[config.mk]
export PLATFORM = sky130hd
export DESIGN_NAME = spi_echo_top
export DESIGN_NICKNAME = d
export VERILOG_FILES = /design/src/logic/spi_echo_pkg.sv /design/src/logic/reply_fifo.sv /design/src/logic/spi_echo_top.sv /design/src/logic/spi_frame_receiver.sv /design/src/logic/spi_reply_transmitter.sv
export VERILOG_INCLUDE_DIRS = /design/src /design/src/logic
export SDC_FILE = /design/constraint.sdc
export NUM_CORES = 1
export LEC_CHECK = 0
export BUFFER_PORTS_ARGS = -buffer_cell sky130_fd_sc_hd__buf_4
export CAP_MARGIN = 10
export CORE_MARGIN = 2
export CORE_UTILIZATION = 30
export DETAILED_ROUTE_END_ITERATION = 7
export PLACE_DENSITY = 0.45
export RECOVER_POWER = 100
export REMOVE_ABC_BUFFERS = 1
export SLEW_MARGIN = 20
export SYNTH_ARGS = -nofsm -noshare
export SYNTH_HDL_FRONTEND = slang
export SYNTH_SLANG_ARGS = --single-unit
export TNS_END_PERCENT = 1
[constraint.sdc]
create_clock -name clk -period 2.2 [get_ports clk]
set_clock_uncertainty 0.05 [all_clocks]
set_input_delay 0.11 -clock clk [delete_from_list [all_inputs] [get_ports clk]]
set_output_delay 0.11 -clock clk [all_outputs]
set_load 0.01 [all_outputs]
[src/logic/spi_echo_defines.svh]
// SPI echo endpoint build constants
// Frame length, reply queue depth, empty-queue reply word and synchronizer depth
// shared by the package and the RTL blocks

`ifndef SPI_ECHO_DEFINES_SVH
`define SPI_ECHO_DEFINES_SVH

// ************************************************************
// Frame format
// ************************************************************

// Bits per SPI frame, which is also the width of one queued word
`define SPI_WORD_BITS 16

// Word shifted out on miso when nothing is waiting in the queue
`define SPI_DEFAULT_REPLY 16'hCAFE

// ************************************************************
// Reply queue and input sampling
// ************************************************************

// Queue depth as a power of two, 2 gives four entries
`define SPI_FIFO_DEPTH_LOG2 2

// Flops in each pin synchronizer, must be at least 2
// Together with the edge detect flop this sets the pin-to-event latency
`define SPI_SYNC_STAGES 2

`endif

[src/logic/spi_echo_pkg.sv]
// SPI echo endpoint shared types
// Data word, receiver and status bundles, and the state encodings of the
// receiver and transmitter FSMs

`default_nettype none

`include "spi_echo_defines.svh"

package spi_echo_pkg;

  // One frame worth of data, MSB is the first bit on the wire
  typedef logic [`SPI_WORD_BITS-1:0] spi_word_t;

  // A completed frame from the receiver
  // valid is a single-cycle push strobe toward the reply queue
  typedef struct packed {
    logic      valid;
    spi_word_t data;
  } rx_word_t;

  // Chip select edges as seen after synchronization
  // Each field is a one-cycle pulse in the clk domain
  typedef struct packed {
    logic frame_start;
    logic frame_end;
  } frame_event_t;

  // Sticky error flags, both cleared only by reset
  typedef struct packed {
    logic overflow;
    logic short_frame;
  } link_status_t;

  // Receiver FSM: waiting for cs_n, collecting bits, waiting for cs_n release
  typedef enum logic [1:0] {
    RX_IDLE,
    RX_SHIFT,
    RX_WAIT_END
  } rx_state_e;

  // Transmitter FSM: idle, one cycle to fetch the reply, then shifting out
  typedef enum logic [1:0] {
    TX_IDLE,
    TX_LOAD,
    TX_SHIFT
  } tx_state_e;

endpackage

`default_nettype wire

[src/logic/reply_fifo.sv]
// Reply word queue
// Circular buffer between the frame receiver and the reply transmitter,
// drops pushes when full and keeps a sticky overflow flag

`timescale 1ns/1ps
`default_nettype none

`include "spi_echo_defines.svh"

module reply_fifo (
  input  wire                       clk,
  input  wire                       rst_n,
  input  spi_echo_pkg::rx_word_t    push,
  input  wire                       pop,
  output spi_echo_pkg::spi_word_t   head,
  output logic                      empty,
  output logic                      overflow
);

  localparam int PTR_W = `SPI_FIFO_DEPTH_LOG2;
  localparam int DEPTH = 1 << PTR_W;

  spi_echo_pkg::spi_word_t mem [DEPTH];

  logic [PTR_W-1:0] wr_ptr;
  logic [PTR_W-1:0] rd_ptr;
  logic [PTR_W:0]   count;
  logic             full;
  logic             do_push;
  logic             do_pop;
  logic             overflow_q;

  assign full    = (count == (PTR_W + 1)'(DEPTH));
  assign empty   = (count == '0);
  assign do_push = push.valid & ~full;
  assign do_pop  = pop & ~empty;

  // ************************************************************
  // Pointers, occupancy and overflow
  // ************************************************************

  // Pointers wrap on their own since the depth is a power of two
  always_ff @(posedge clk or negedge rst_n) begin
    if (!rst_n) begin
      wr_ptr     <= '0;
      rd_ptr     <= '0;
      count      <= '0;
      overflow_q <= 1'b0;
    end else begin
      if (do_push) wr_ptr <= wr_ptr + PTR_W'(1);
      if (do_pop)  rd_ptr <= rd_ptr + PTR_W'(1);
      case ({do_push, do_pop})
        2'b10:   count <= count + (PTR_W + 1)'(1);
        2'b01:   count <= count - (PTR_W + 1)'(1);
        default: count <= count;
      endcase
      // A word arriving with no room is lost, remember that it happened
      if (push.valid && full) overflow_q <= 1'b1;
    end
  end

  // Storage
  always_ff @(posedge clk) begin
    if (do_push) mem[wr_ptr] <= push.data;
  end

  // Oldest entry is always visible, one cycle after it was written
  assign head     = mem[rd_ptr];
  assign overflow = overflow_q;

  // The transmitter checks empty before it pops
  a_no_pop_when_empty: assert property (@(posedge clk) disable iff (!rst_n)
    pop |-> !empty)
    else $error("pop while FIFO empty");

  a_count_in_range: assert property (@(posedge clk) disable iff (!rst_n)
    count <= (PTR_W + 1)'(DEPTH))
    else $error("FIFO count %0d above depth", count);

endmodule

`default_nettype wire

[src/logic/spi_echo_top.sv]
// SPI echo endpoint top level
// Receives words from an SPI master, queues them, and returns the oldest
// queued word in the following frame, or 0xCAFE when the queue is empty

`timescale 1ns/1ps
`default_nettype none

module spi_echo_top (
  input  wire                         clk,
  input  wire                         rst_n,
  input  wire                         sclk,
  input  wire                         mosi,
  input  wire                         cs_n,
  output logic                        miso,
  output spi_echo_pkg::link_status_t  status
);

  // Receiver to queue and transmitter
  spi_echo_pkg::rx_word_t      rx_word;
  spi_echo_pkg::frame_event_t  frame_event;
  logic                        fall_strobe;
  logic                        short_frame;

  // Queue to transmitter and back
  spi_echo_pkg::spi_word_t     head;
  logic                        empty;
  logic                        pop;
  logic                        overflow;

  spi_frame_receiver u_receiver (
    .clk         (clk),
    .rst_n       (rst_n),
    .sclk        (sclk),
    .mosi        (mosi),
    .cs_n        (cs_n),
    .rx_word     (rx_word),
    .frame_event (frame_event),
    .fall_strobe (fall_strobe),
    .short_frame (short_frame)
  );

  reply_fifo u_fifo (
    .clk      (clk),
    .rst_n    (rst_n),
    .push     (rx_word),
    .pop      (pop),
    .head     (head),
    .empty    (empty),
    .overflow (overflow)
  );

  spi_reply_transmitter u_transmitter (
    .clk         (clk),
    .rst_n       (rst_n),
    .frame_event (frame_event),
    .fall_strobe (fall_strobe),
    .head        (head),
    .empty       (empty),
    .pop         (pop),
    .miso        (miso)
  );

  // Both flags are sticky at their source
  assign status.overflow    = overflow;
  assign status.short_frame = short_frame;

endmodule

`default_nettype wire

[src/logic/spi_frame_receiver.sv]
// SPI mode 0 frame receiver
// Brings sclk, mosi and cs_n into the clk domain, finds their edges and
// assembles mosi into words, MSB first, on each rising sclk edge

`timescale 1ns/1ps
`default_nettype none

`include "spi_echo_defines.svh"

module spi_frame_receiver (
  input  wire                         clk,
  input  wire                         rst_n,
  input  wire                         sclk,
  input  wire                         mosi,
  input  wire                         cs_n,
  output spi_echo_pkg::rx_word_t      rx_word,
  output spi_echo_pkg::frame_event_t  frame_event,
  output logic                        fall_strobe,
  output logic                        short_frame
);

  localparam int SYNC  = `SPI_SYNC_STAGES;
  localparam int WBITS = `SPI_WORD_BITS;
  localparam int CNT_W = $clog2(WBITS);

  // ************************************************************
  // Pin synchronizers and edge detection
  // ************************************************************

  logic [SYNC-1:0] sclk_sync;
  logic [SYNC-1:0] mosi_sync;
  logic [SYNC-1:0] cs_n_sync;
  logic            sclk_q;
  logic            cs_n_q;

  // Reset values match the idle bus, so no false edges come out of reset
  always_ff @(posedge clk or negedge rst_n) begin
    if (!rst_n) begin
      sclk_sync <= '0;
      mosi_sync <= '0;
      cs_n_sync <= '1;
      sclk_q    <= 1'b0;
      cs_n_q    <= 1'b1;
    end else begin
      sclk_sync <= {sclk_sync[SYNC-2:0], sclk};
      mosi_sync <= {mosi_sync[SYNC-2:0], mosi};
      cs_n_sync <= {cs_n_sync[SYNC-2:0], cs_n};
      sclk_q    <= sclk_sync[SYNC-1];
      cs_n_q    <= cs_n_sync[SYNC-1];
    end
  end

  logic sclk_rise;
  logic cs_fall;
  logic cs_rise;

  assign sclk_rise   = sclk_sync[SYNC-1] & ~sclk_q;
  assign cs_fall     = ~cs_n_sync[SYNC-1] & cs_n_q;
  assign cs_rise     = cs_n_sync[SYNC-1] & ~cs_n_q;

  // Left combinational so the transmitter sees edges one cycle earlier,
  // which keeps miso ahead of the next rising sclk edge
  assign fall_strobe = ~sclk_sync[SYNC-1] & sclk_q;
  assign frame_event.frame_start = cs_fall;
  assign frame_event.frame_end   = cs_rise;

  // ************************************************************
  // Frame FSM and deserializer
  // ************************************************************

  spi_echo_pkg::rx_state_e rx_state;
  spi_echo_pkg::spi_word_t shift_q;
  logic [CNT_W-1:0]        bit_cnt;
  logic                    rx_valid;
  logic                    short_frame_q;

  always_ff @(posedge clk or negedge rst_n) begin
    if (!rst_n) begin
      rx_state      <= spi_echo_pkg::RX_IDLE;
      bit_cnt       <= '0;
      rx_valid      <= 1'b0;
      short_frame_q <= 1'b0;
    end else begin
      rx_valid <= 1'b0;
      case (rx_state)
        spi_echo_pkg::RX_IDLE: begin
          if (cs_fall) begin
            bit_cnt  <= '0;
            rx_state <= spi_echo_pkg::RX_SHIFT;
          end
        end
        spi_echo_pkg::RX_SHIFT: begin
          // Select released before the word completed, drop what was collected
          if (cs_rise) begin
            short_frame_q <= 1'b1;
            rx_state      <= spi_echo_pkg::RX_IDLE;
          end else if (sclk_rise) begin
            bit_cnt <= bit_cnt + CNT_W'(1);
            if (bit_cnt == CNT_W'(WBITS - 1)) begin
              rx_valid <= 1'b1;
              rx_state <= spi_echo_pkg::RX_WAIT_END;
            end
          end
        end
        // Any extra clocks in a long frame are ignored here
        spi_echo_pkg::RX_WAIT_END: begin
          if (cs_rise) rx_state <= spi_echo_pkg::RX_IDLE;
        end
        default: rx_state <= spi_echo_pkg::RX_IDLE;
      endcase
    end
  end

  // The last bit lands on the same edge that raises rx_valid
  always_ff @(posedge clk) begin
    if (rx_state == spi_echo_pkg::RX_SHIFT && sclk_rise) begin
      shift_q <= {shift_q[WBITS-2:0], mosi_sync[SYNC-1]};
    end
  end

  assign rx_word.valid = rx_valid;
  assign rx_word.data  = shift_q;
  assign short_frame   = short_frame_q;

  // In mode 0 the clock idles low, so a frame opens with sclk low
  a_frame_start_sclk_idle: assert property (@(posedge clk) disable iff (!rst_n)
    frame_event.frame_start |-> !sclk_sync[SYNC-1])
    else $error("cs_n fell while sclk was high");

endmodule

`default_nettype wire

[src/logic/spi_reply_transmitter.sv]
// SPI mode 0 reply transmitter
// Fetches the oldest queued word, or the default reply, when a frame opens
// and shifts it out on miso MSB first, one bit per falling sclk edge

`timescale 1ns/1ps
`default_nettype none

`include "spi_echo_defines.svh"

module spi_reply_transmitter (
  input  wire                         clk,
  input  wire                         rst_n,
  input  spi_echo_pkg::frame_event_t  frame_event,
  input  wire                         fall_strobe,
  input  spi_echo_pkg::spi_word_t     head,
  input  wire                         empty,
  output logic                        pop,
  output logic                        miso
);

  localparam int WBITS = `SPI_WORD_BITS;

  spi_echo_pkg::tx_state_e tx_state;
  spi_echo_pkg::spi_word_t shift_q;

  // ************************************************************
  // Frame FSM
  // ************************************************************

  // TX_LOAD lasts exactly one cycle, long enough to take head and pop it
  always_ff @(posedge clk or negedge rst_n) begin
    if (!rst_n) begin
      tx_state <= spi_echo_pkg::TX_IDLE;
    end else begin
      case (tx_state)
        spi_echo_pkg::TX_IDLE: begin
          if (frame_event.frame_start) tx_state <= spi_echo_pkg::TX_LOAD;
        end
        spi_echo_pkg::TX_LOAD: begin
          if (frame_event.frame_end) begin
            tx_state <= spi_echo_pkg::TX_IDLE;
          end else begin
            tx_state <= spi_echo_pkg::TX_SHIFT;
          end
        end
        spi_echo_pkg::TX_SHIFT: begin
          if (frame_event.frame_end) tx_state <= spi_echo_pkg::TX_IDLE;
        end
        default: tx_state <= spi_echo_pkg::TX_IDLE;
      endcase
    end
  end

  // ************************************************************
  // Reply shifter
  // ************************************************************

  // The master samples on rising sclk, so the next bit moves up on each fall
  always_ff @(posedge clk) begin
    if (tx_state == spi_echo_pkg::TX_LOAD) begin
      shift_q <= empty ? spi_echo_pkg::spi_word_t'(`SPI_DEFAULT_REPLY) : head;
    end else if (tx_state == spi_echo_pkg::TX_SHIFT && fall_strobe) begin
      shift_q <= {shift_q[WBITS-2:0], 1'b0};
    end
  end

  // Pop in the same cycle that head is captured
  assign pop  = (tx_state == spi_echo_pkg::TX_LOAD) && !empty;

  // Line is held low outside a frame
  assign miso = (tx_state == spi_echo_pkg::TX_SHIFT) && shift_q[WBITS-1];

  // A new frame only opens once the previous release has brought the shifter to idle
  a_idle_at_frame_start: assert property (@(posedge clk) disable iff (!rst_n)
    frame_event.frame_start |-> tx_state == spi_echo_pkg::TX_IDLE)
    else $error("transmitter not idle at frame_start");

endmodule

`default_nettype wire
==> results.md, run 1 <==
- Status: complete, but fails checks
- Failing checks: max-capacitance violations, max-slew violations
- Vias in the first global route: 2,280
- Layout Utilization: 36.8%
- Clock slew seen by the registers of the worst setup and hold paths: 50 ps
- Detailed Routing Iterations Pass 1: 4
- Share of layout cells above drive strength 1: 19.3%
- CTS Sinks: 122
- Count of pins over their slew limit: 27
- Htree depth: 4
- Hold Path Stages: 0
- Via count: 2,151
- Worst Hold Slack: 304 ps
- Antenna violations before repair: 0
- Crit path required time: 2310 ps
- Avg Synthesized Cell Area: 19.6 um2
- Setup total negative slack: 0 ps
- Max-cap violations: 1
- Total wire length: 7850 um
- RSZ-0062 raised after global routing: false
- Pre-CTS WS: 216 ps
- Final min period: 2040 ps
- CTS Buf Count: 17
- Synth area leaders: edfxtp_1 62%, dfrtp_1 12%, mux4_1 4.5%, mux4_2 3.9%, o22a_1 2.1%
- Port bufs: 7
- R2r worst-path depth: 3
- Vias per inst: 4.55
- Area growth syn-to-layout: 20.1%
- Routed len/inst: 16.6 um
- Async set-reset flop share out of synthesis: 21.3%
- Hold Vio Cnt, Final: 0
- I/O pin count: 8
- Reg area: 0.00354 mm2
- CTS tree: done
- Ant. Diodes: 0
- Die Area: 0.0165 mm2
- Internal power: 4.58 mW
- GRT Total Usage: 10.5%
- Synth Cell Area: 0.00466 mm2
- Post-synth EDFFs: 96
- CTS max path bufs: 2
- Final WS setup: 161 ps
- Synth warnings: 0
- Sequential area share after synthesis: 75.9%
- Post-Place Cell Area: 0.00499 mm2
- Remaining Overflow, GRT: 0
- First-pass GRT wire length: 12,600 um
- Hold Crit Class: reg2reg
- Period utilization: 92.7%
- Combinational Power Share: 3.1%
- Clock Root Buffer: clkbuf_16
- Die X: 129 um
- Post-Syn Instances: 238
- PD cells: 1020 mW/mm2
- Final Instance Count excl. Fillers: 473
- Initial Util: 30.6%
- Design Power: 5.69 mW
- Post-detail-place hpwl: 4470 um
- Crit path arrival time: 2150 ps
- CP Max Fanout: 18
- Largest net degree at the start of global routing: 27
- Clk network pwr share: 50.6%
- Top-area cell type share of the netlist area: 61.9%
- Worst Setup End Kind: register
- Yosys cell types: 44
- Dpl cells: 437
- Yosys top cell by area: edfxtp_1
- Max Fclk: 490 MHz
- Insertion delay to the later sink of the worst-skew pair: 400 ps
- P_leak: 1.93 nW
- Seq cells post-synth: 122
- Nets@finish: 284
- Crit path launch type: register
- GPL Wtd Cong: 0.678
- Row count: 45
- Routed Antenna Nets: 0
- Sw power: 1.11 mW
- Flop pwr share: 46.2%
- Die H: 129 um
- CORE AREA: 0.0152 mm2
- Max_slew headroom: -1.80%
- Area of the multi-input gates: 0.00101 mm2
- Final design instance area without fill: 0.00559 mm2
- Worst Max-Slew Pin Slew: 1530 ps
- 1st-iter DRT viols: 97
- WS Path Type: reg2reg
- Main flop type after synthesis: edfxtp_1
- Layout fillers: 1,400
- Sw frac: 19.5%
- DRC viols: 0
- Setup-failing EPs final: 0
- Peak supply drop: 345 uV
-- worst paths after layout --
path                                         start                   endpoint  slack, ps
setup / recovery                  u_fifo.rd_ptr[0]   u_transmitter.shift_q[8]        160
hold / removal             u_receiver.mosi_sync[0]    u_receiver.mosi_sync[1]        300
setup reg to reg                  u_fifo.rd_ptr[0]   u_transmitter.shift_q[8]        160
hold reg to reg            u_receiver.mosi_sync[0]    u_receiver.mosi_sync[1]        300
max in group asynchronous                    rst_n  u_transmitter.tx_state[0]        640
min in group asynchronous                    rst_n           u_fifo.wr_ptr[0]        560
-- cells in the final DEF, fill, tap and decap left out, types with 2 or more instances in the layout --
| master | instances |
|---|---|
| a21oi_1 | 3 |
| a22o_1 | 4 |
| and2_0 | 4 |
| buf_4 | 3 |
| bufinv_16 | 4 |
| clkbuf_1 | 10 |
| clkbuf_16 | 17 |
| clkbuf_2 | 7 |
| clkbuf_4 | 3 |
| clkinv_2 | 3 |
| clkinv_4 | 2 |
| dfrtp_1 | 23 |
| dfstp_1 | 2 |
| dlygate4sd3_1 | 4 |
| edfxtp_1 | 96 |
| ha_1 | 6 |
| inv_1 | 11 |
| mux4_1 | 8 |
| mux4_2 | 8 |
| nand2_1 | 3 |
| nand2b_1 | 8 |
| nand3_1 | 2 |
| nor2_1 | 4 |
| nor2b_1 | 3 |
| nor3_1 | 2 |
| o21ai_0 | 2 |
| o22a_1 | 11 |
| o311ai_0 | 2 |
| o41ai_1 | 2 |
| xnor2_1 | 4 |
| xor2_1 | 2 |
-- cell type report --
cell class	instances	area share (%)
Tap cell	188	4.20
Sequential cell	122	63.2
Clock buffer	21	8.05
Inverter	11	0.738
Multi-Input combinational cell	96	18.1
Timing Repair Buffer	24	2.62
Clock inverter	11	3.02
-- power groups by stage --
stage | Clock, mW | Combinational (mW) | Sequential, mW
2_1_floorplan | 0 | 0.117 | 2.66
4_1_cts | 2.95 | 0.193 | 2.63
5_1_grt | 3.05 | 0.200 | 2.64
3_5_place_dp | 0 | 0.187 | 2.68
3_3_place_gp | 0 | 0.183 | 2.67
6_report | 2.88 | 0.179 | 2.63
-- state kept, by name (all words and copies together), names as in the netlist, 2 cells and up --
| register | flops |
|---|---|
| u_receiver.bit_cnt | 4 |
| u_fifo.mem | 64 |
| u_fifo.count | 3 |
| u_receiver.rx_state | 2 |
| u_receiver.sclk_sync | 2 |
| u_transmitter.shift_q | 16 |
| u_transmitter.tx_state | 2 |
| u_receiver.shift_q | 16 |
| u_receiver.mosi_sync | 2 |
| u_fifo.wr_ptr | 2 |
| u_receiver.cs_n_sync | 2 |
| u_fifo.rd_ptr | 2 |
-- metal layers --
| layer | wire length [um] | global-route usage (%) |
|---|---|---|
| met5 | 0 | 0 |
| met4 | 126 | 4.41 |
| met3 | 261 | 3.62 |
| met2 | 3830 | 16.9 |
| met1 | 3630 | 13.1 |
-- worst max-delay path, cell delays in order (launching register included) --
cell and delay [ps]:
dfrtp_1 310, clkbuf_2 540, mux4_1 650, a22o_1 220
-- logic make-up after synthesis --
kind of cell               synth area share, %
DFF                                       75.9
and+or+nand+nor                           4.32
AOI/OAI and AO/OA                         5.37
buffers and inverters                     2.36
muxes                                     8.84
adders and majority gates                 2.04
xor gates and xnor gates                  1.13
-- cell usage after synthesis (all sizes together) (2+ instances only) --
library cell / number
o311ai: 2
o22a: 11
ha: 6
a22o: 4
mux4: 16
o21ai: 2
dfrtp: 23
nand3: 2
buf: 7
inv: 11
xor2: 2
a21oi: 3
clkbuf: 2
nor2b: 3
nor2: 4
dfstp: 3
edfxtp: 96
nand2b: 8
nor3: 2
and2: 5
xnor2: 4
nand2: 3
o41ai: 2
-- what timing repair did --
item | in CTS | in global routing
resized for setup | 0 | 1
endpoints found under the setup margin | 0 | 1
buffers inserted | 0 | 0
hold buffers | 4 | 0
hold endpoints to repair | 29 | 0
No activity file was read; power rests on OpenSTA's default activity.
==> run 2, diff against run 1 <==
CORE_MARGIN = 8   (was 2)
==> run 2 against run 1 <==
Critical path type unchanged. Non-clock buffer count unchanged. Sequential share of layout area up 0.27 points. Combinational power about the same. Core utilization down 0.16 points. Sequential power about the same. Count of clock-buffer cells in the layout up 4. Flip-flop and latch count unchanged. Final area down 0.43%. The run still ends with max-capacitance violations, max-slew violations left. Worst hold slack worse by 1.0 ps.
==> results.md, run 2 (synthesis results as in run 1) <==
- Htree depth: 4 (unchanged)
- Initial Util: 30.6% (unchanged)
- Row count: 45 (unchanged)
- Share of layout cells above drive strength 1: 18.2% (-1.1 points)
- Period utilization: 92.8% (about the same)
- Crit path launch type: register
- Status: complete, but fails checks
- Crit path arrival time: 2150 ps (about the same)
- Die H: 141 um (+9.3%)
- Most frequent cells in the layout: 96 x edfxtp_1, 23 x dfrtp_1, 17 x clkbuf_16
- Clock Root Buffer: clkbuf_16
- Largest net degree at the start of global routing: 27 (unchanged)
- Hold Vio Cnt, Final: 0 (unchanged)
- Area of the multi-input gates: 0.00101 mm2 (-0.37%)
- Die Area: 0.0198 mm2 (+20%)
- Nets@finish: 284 (unchanged)
- Max reg flops: 64 (unchanged)
- Routed len/inst: 17.2 um (+3.7%)
- Via count: 2,169 (+0.84%)
- Failing checks: max-capacitance violations, max-slew violations
- Worst Max-Slew Pin Slew: 1510 ps (-21.8 ps)
- Antenna violations before repair: 0 (unchanged)
- Largest Register: u_fifo.mem
- Detailed Routing Iterations Pass 1: 4 (unchanged)
- Insertion delay to the later sink of the worst-skew pair: 410 ps (about the same)
- GRT Total Usage: 9.11% (-1.4 points)
- Setup-failing EPs final: 0 (unchanged)
- CP max stage cell: mux4_1
- CTS max path bufs: 2 (unchanged)
- I/O pin count: 8 (unchanged)
- Max_slew headroom: -0.348% (+1.5 points)
- Port bufs: 7 (unchanged)
- CP Max Fanout: 18 (unchanged)
- Most common cell after layout, fill and taps aside: edfxtp_1
- P_leak: 1.93 nW (-0.34%)
- R2r worst-path depth: 3 (unchanged)
- Regs by FF count: u_fifo.mem x64, u_receiver.shift_q x16, u_transmitter.shift_q x16
- Final min period: 2040 ps (+1.49 ps)
- CORE AREA: 0.0152 mm2 (unchanged)
- Vias in the first global route: 2,320 (+1.8%)
- CTS Sinks: 122 (unchanged)
- Total wire length: 8140 um (+3.7%)
- Ant. Diodes: 0 (unchanged)
- Post-detail-place hpwl: 4610 um (+3.1%)
- Reg area: 0.00354 mm2 (unchanged)
- Routed Antenna Nets: 0 (unchanged)
- Setup Fix Bufs, Post-CTS: 0 (unchanged)
- Count of pins over their slew limit: 26 (-3.7%)
- Max Fclk: 490 MHz (about the same)
- GPL Wtd Cong: 0.712 (+4.9%)
- RSZ-0062 raised after global routing: false
- Layout fillers: 1,410 (+0.71%)
- Remaining Overflow, GRT: 0 (unchanged)
- Hold Path Stages: 0 (unchanged)
- Max-cap violations: 1 (unchanged)
- WS Path Type: reg2reg
- Final Instance Count excl. Fillers: 473 (unchanged)
- Peak supply drop: 483 uV (+40%)
- CTS Buf Count: 17 (unchanged)
- Hold Crit Class: reg2reg
- Die X: 141 um (+9.3%)
- Clock slew seen by the registers of the worst setup and hold paths: 50 ps (about the same)
- PD cells: 1010 mW/mm2 (-1.0%)
- Worst Setup End Kind: register
- First-pass GRT wire length: 13,100 um (+4.0%)
- CTS tree: done
- 1st-iter DRT viols: 128 (+32%)
- DRC viols: 0 (unchanged)
- Dpl cells: 437 (unchanged)
- Design Power: 5.61 mW (-1.5%)
- Area growth syn-to-layout: 19.6%
- Post-CTS resize count: 0 (unchanged)
- Crit path required time: 2310 ps (about the same)
- Worst Hold Slack: 303 ps (-1.03 ps)
- Max incr delay on CP: 640 ps (about the same)
- Vias per inst: 4.59 (+0.84%)
- CP cell instances: clkbuf_2, mux4_1, a22o_1
run 2: cell count changes in the layout (fill, tap and decap cells not counted), sizes merged:
cell / change
bufinv: -1
clkinvlp: -1
inv: -1
clkinv: -1
clkbuf: +4
run 2: final timing paths:
path	start	end	slack [ps]
max in group asynchronous	rst_n	u_fifo.rd_ptr[0]	670
worst max register to register	u_fifo.rd_ptr[0]	u_transmitter.shift_q[10]	160
worst min-delay path	u_receiver.mosi_sync[0]	u_receiver.mosi_sync[1]	300
worst min register to register	u_receiver.mosi_sync[0]	u_receiver.mosi_sync[1]	300
worst max-delay path	u_fifo.rd_ptr[0]	u_transmitter.shift_q[10]	160
min in group asynchronous	rst_n	u_receiver.mosi_sync[0]	550
run 2: routing by layer:
metal | vias up | global-route usage [%] | wire length (um) | part of all wire [%]
met5 | - | 0 | 0 | 0
met4 | 0 | 4.75 | 149 | 1.8
met3 | 15 | 3.58 | 269 | 3.3
met2 | 26 | 14.6 | 3990 | 49
met1 | 1112 | 10.4 | 3730 | 46
li1 | 1016 | - | - | -
run 2: per-stage QoR:
step	setup TNS [ps]	instance area [um2]	utilization (%)	worst slack [ps]
finish	0	5570	36.6	159
global placement	0	4990	32.8	264
floorplan	-582	4590	-	-370
detailed placement	0	4990	32.8	192
global route	0	5570	36.6	34.9
CTS	0	5630	37.0	191
run 2: timing repair:
action,CTS,global route
hold buffers,4,0
hold endpoints to repair,29,0
endpoints found under the setup margin,0,0
run 2: where the power goes:
part	switching, mW	internal [mW]
Combinational	0.105	0.0733
Sequential	0.0502	2.58
Clock	0.930	1.87
Total	1.09	4.52
run 2: worst max-delay path, delay by kind of cell, from the launching register on:
kind                   cells  cell delay (ps)
buffers and inverters      1              540
flip-flops                 1              330
AO/OA/AOI/OAI              1              220
multiplexers               1              640
run 2: layout make-up:
class | count | area share [%]
flip-flops and latches | 122 | 63.5
multi-input cells | 96 | 18.1
clock buffers | 25 | 8.72
well taps | 188 | 4.22
repair buffers | 24 | 2.63
clock inverters | 7 | 2.04
inverters | 11 | 0.741
==> run 3, diff against run 2 <==
SETUP_SLACK_MARGIN = 0.2   (was unset)
==> run 3 against run 2 <==
The run still ends with max-capacitance violations, max-slew violations left. Clock power is essentially flat. First-iteration DRC count shrank 1.6%. Critical path depth grew 2. Critical path type unchanged. Largest cell class unchanged.
==> results.md, run 3 (synthesis results as in run 1) <==
- Status: complete, but fails checks
- Failing checks: max-capacitance violations, max-slew violations
- CTS Buf Count: 17 (unchanged)
- Crit path arrival time: 1920 ps (-230 ps)
- Hold Path Stages: 0 (unchanged)
- I/O pin count: 8 (unchanged)
- Final WS setup: 273 ps (+113 ps)
- Crit path required time: 2190 ps (-120 ps)
- Max Fclk: 519 MHz (+5.9%)
- Flop pwr share: 46.9% (about the same)
- Routed Antenna Nets: 0 (unchanged)
- Sw power: 1.09 mW (about the same)
- Insertion delay to the later sink of the worst-skew pair: 410 ps (about the same)
- Hold Vio Cnt, Final: 0 (unchanged)
- PD cells: 996 mW/mm2 (-1.1%)
- Internal power: 4.53 mW (about the same)
- Most common cell after layout, fill and taps aside: edfxtp_1
- Nets@finish: 289 (+1.8%)
- Die Area: 0.0198 mm2 (unchanged)
- Routed len/inst: 17.3 um (+0.55%)
- Detailed Routing Iterations Pass 1: 4 (unchanged)
- Die X: 141 um (unchanged)
- CP cell instances: nor2_1, a21boi_4, clkbuf_1, and2_0, clkbuf_2
- Final design instance area without fill: 0.00564 mm2 (+1.2%)
- Worst R2R Start: u_fifo.count[0]
- CORE AREA: 0.0152 mm2 (unchanged)
- Hold path startpoint: u_receiver.mosi_sync[0]
- Largest net degree at the start of global routing: 27 (unchanged)
- Layout fillers: 1,405 (-0.35%)
- Peak supply drop: 483 uV (+0.11%)
- Setup-failing EPs final: 0 (unchanged)
- Clock Root Buffer: clkbuf_16
- Area of the multi-input gates: 0.00103 mm2 (+1.9%)
- Regs by FF count: u_fifo.mem x64, u_receiver.shift_q x16, u_transmitter.shift_q x16
- Remaining Overflow, GRT: 0 (unchanged)
- Largest Register: u_fifo.mem
- Worst Max-Slew Pin Slew: 1520 ps (+18.4 ps)
- Worst Setup SP: u_fifo.count[0]
- Clk network pwr share: 49.8% (about the same)
- Combinational Power Share: 3.3% (about the same)
- Initial Util: 30.6% (unchanged)
- 1st-iter DRT viols: 126 (-1.6%)
- Via count: 2,207 (+1.8%)
- Hold Crit Class: reg2reg
- CP Max Fanout: 16 (-2)
- Count of pins over their slew limit: 27 (+3.8%)
- Area growth syn-to-layout: 21.0%
- CTS max path bufs: 2 (unchanged)
- Clock slew seen by the registers of the worst setup and hold paths: 50 ps (about the same)
- Vias per inst: 4.62 (+0.69%)
- Ant. Diodes: 0 (unchanged)
- Max reg flops: 64 (unchanged)
- Htree depth: 4 (unchanged)
- RSZ-0062 raised after global routing: false
- Hold Crit Endpoint: u_receiver.mosi_sync[1]
- Final min period: 1930 ps (-113 ps)
- Crit path launch type: register
- Pre-CTS WS: 192 ps (unchanged)
- Most frequent cells in the layout: 96 x edfxtp_1, 23 x dfrtp_1, 17 x clkbuf_16
- Post-Place Cell Area: 0.00499 mm2 (unchanged)
- Post-detail-place hpwl: 4610 um (unchanged)
- Share of layout cells above drive strength 1: 21.0% (+2.8 points)
- Antenna violations before repair: 0 (unchanged)
- Worst R2R End: u_fifo.mem[3][15]
- DRC viols: 0 (unchanged)
- R2R Setup Slk: 270 ps (+110 ps)
- GPL Wtd Cong: 0.712 (unchanged)
- WS Path Type: reg2reg
- Sw frac: 19.4% (about the same)
- R2r worst-path depth: 5 (+2)
- Max_slew headroom: -1.58% (-1.2 points)
- Vias in the first global route: 2,316 (-0.17%)
- Reg area: 0.00354 mm2 (unchanged)
- Max incr delay on CP: 450 ps (-190 ps)
- Total wire length: 8270 um (+1.6%)
- Period utilization: 87.6% (-5.2 points)
- P_leak: 1.95 nW (+1.3%)
- First-pass GRT wire length: 13,100 um (about the same)
- Max-cap violations: 1 (unchanged)
- Layout Utilization: 37.1% (+0.44 points)
- Worst Setup End Kind: register
- GRT Total Usage: 9.11% (unchanged)
- Port bufs: 7 (unchanged)
- CTS tree: done
- CTS Sinks: 122 (unchanged)
- CP max stage cell: clkbuf_2
- Die H: 141 um (unchanged)
- Row count: 45 (unchanged)
[run 3: worst max path at each step]
stage / cells past startpoint / end
finish: 5 / u_fifo.mem[3][15]
global route: 5 / u_fifo.mem[2][13]
CTS: 9 / u_fifo.count[2]
detailed placement: 7 / u_fifo.count[1]
global placement: 9 / u_fifo.count[2]
floorplan: 9 / u_fifo.count[2]
[run 3: what timing repair did]
item / CTS / global route
buffers inserted: 0 / 5
setup endpoints to repair: 1 / 2
endpoints found under the hold margin: 29 / 0
hold buffers: 4 / 0
cloned: 0 / 0
gates resized for setup: 1 / 9
pin swaps: 0 / 4
[run 3: layout make-up]
cell class                 count  share of cell area, %
tap                          188                   4.17
clock inverter                 7                   2.02
timing repair buffer          29                   3.46
clock buffer                  25                   8.61
sequential                   122                   62.7
multi-input combinational     96                   18.3
inverter                      11                  0.732
[run 3: per-stage QoR]
stage	total power, mW	hold slack, ps	instances	setup TNS [ps]
global route	5.80	304	478	0
global placement	2.86	3.79	437	0
detailed placement	2.86	5.60	437	0
floorplan	2.78	-236	229	-582
finish	5.61	303	478	0
CTS	5.68	108	473	0
[run 3: worst max-delay path: cells and delay by family (launching register included)]
| kind | cells | cell delay (ps) |
|---|---|---|
| buf+inv | 2 | 690 |
| simple gates | 2 | 270 |
| compound gates | 1 | 150 |
| flops | 1 | 400 |
[run 3: power groups by stage]
| stage | clock network, mW | logic, mW | registers [mW] |
|---|---|---|---|
| global route | 2.95 | 0.211 | 2.64 |
| floorplan | 0 | 0.117 | 2.66 |
| finish | 2.80 | 0.184 | 2.63 |
| global placement | 0 | 0.185 | 2.67 |
| detailed placement | 0 | 0.188 | 2.68 |
| CTS | 2.86 | 0.195 | 2.63 |
[run 3: metal layers]
layer | vias up | global-route usage [%] | share of wire, %
li1 | 1026 | - | -
met1 | 1137 | 10.4 | 45
met2 | 28 | 14.6 | 50
met3 | 16 | 3.58 | 3.3
met4 | 0 | 4.75 | 1.8
met5 | - | 0 | 0
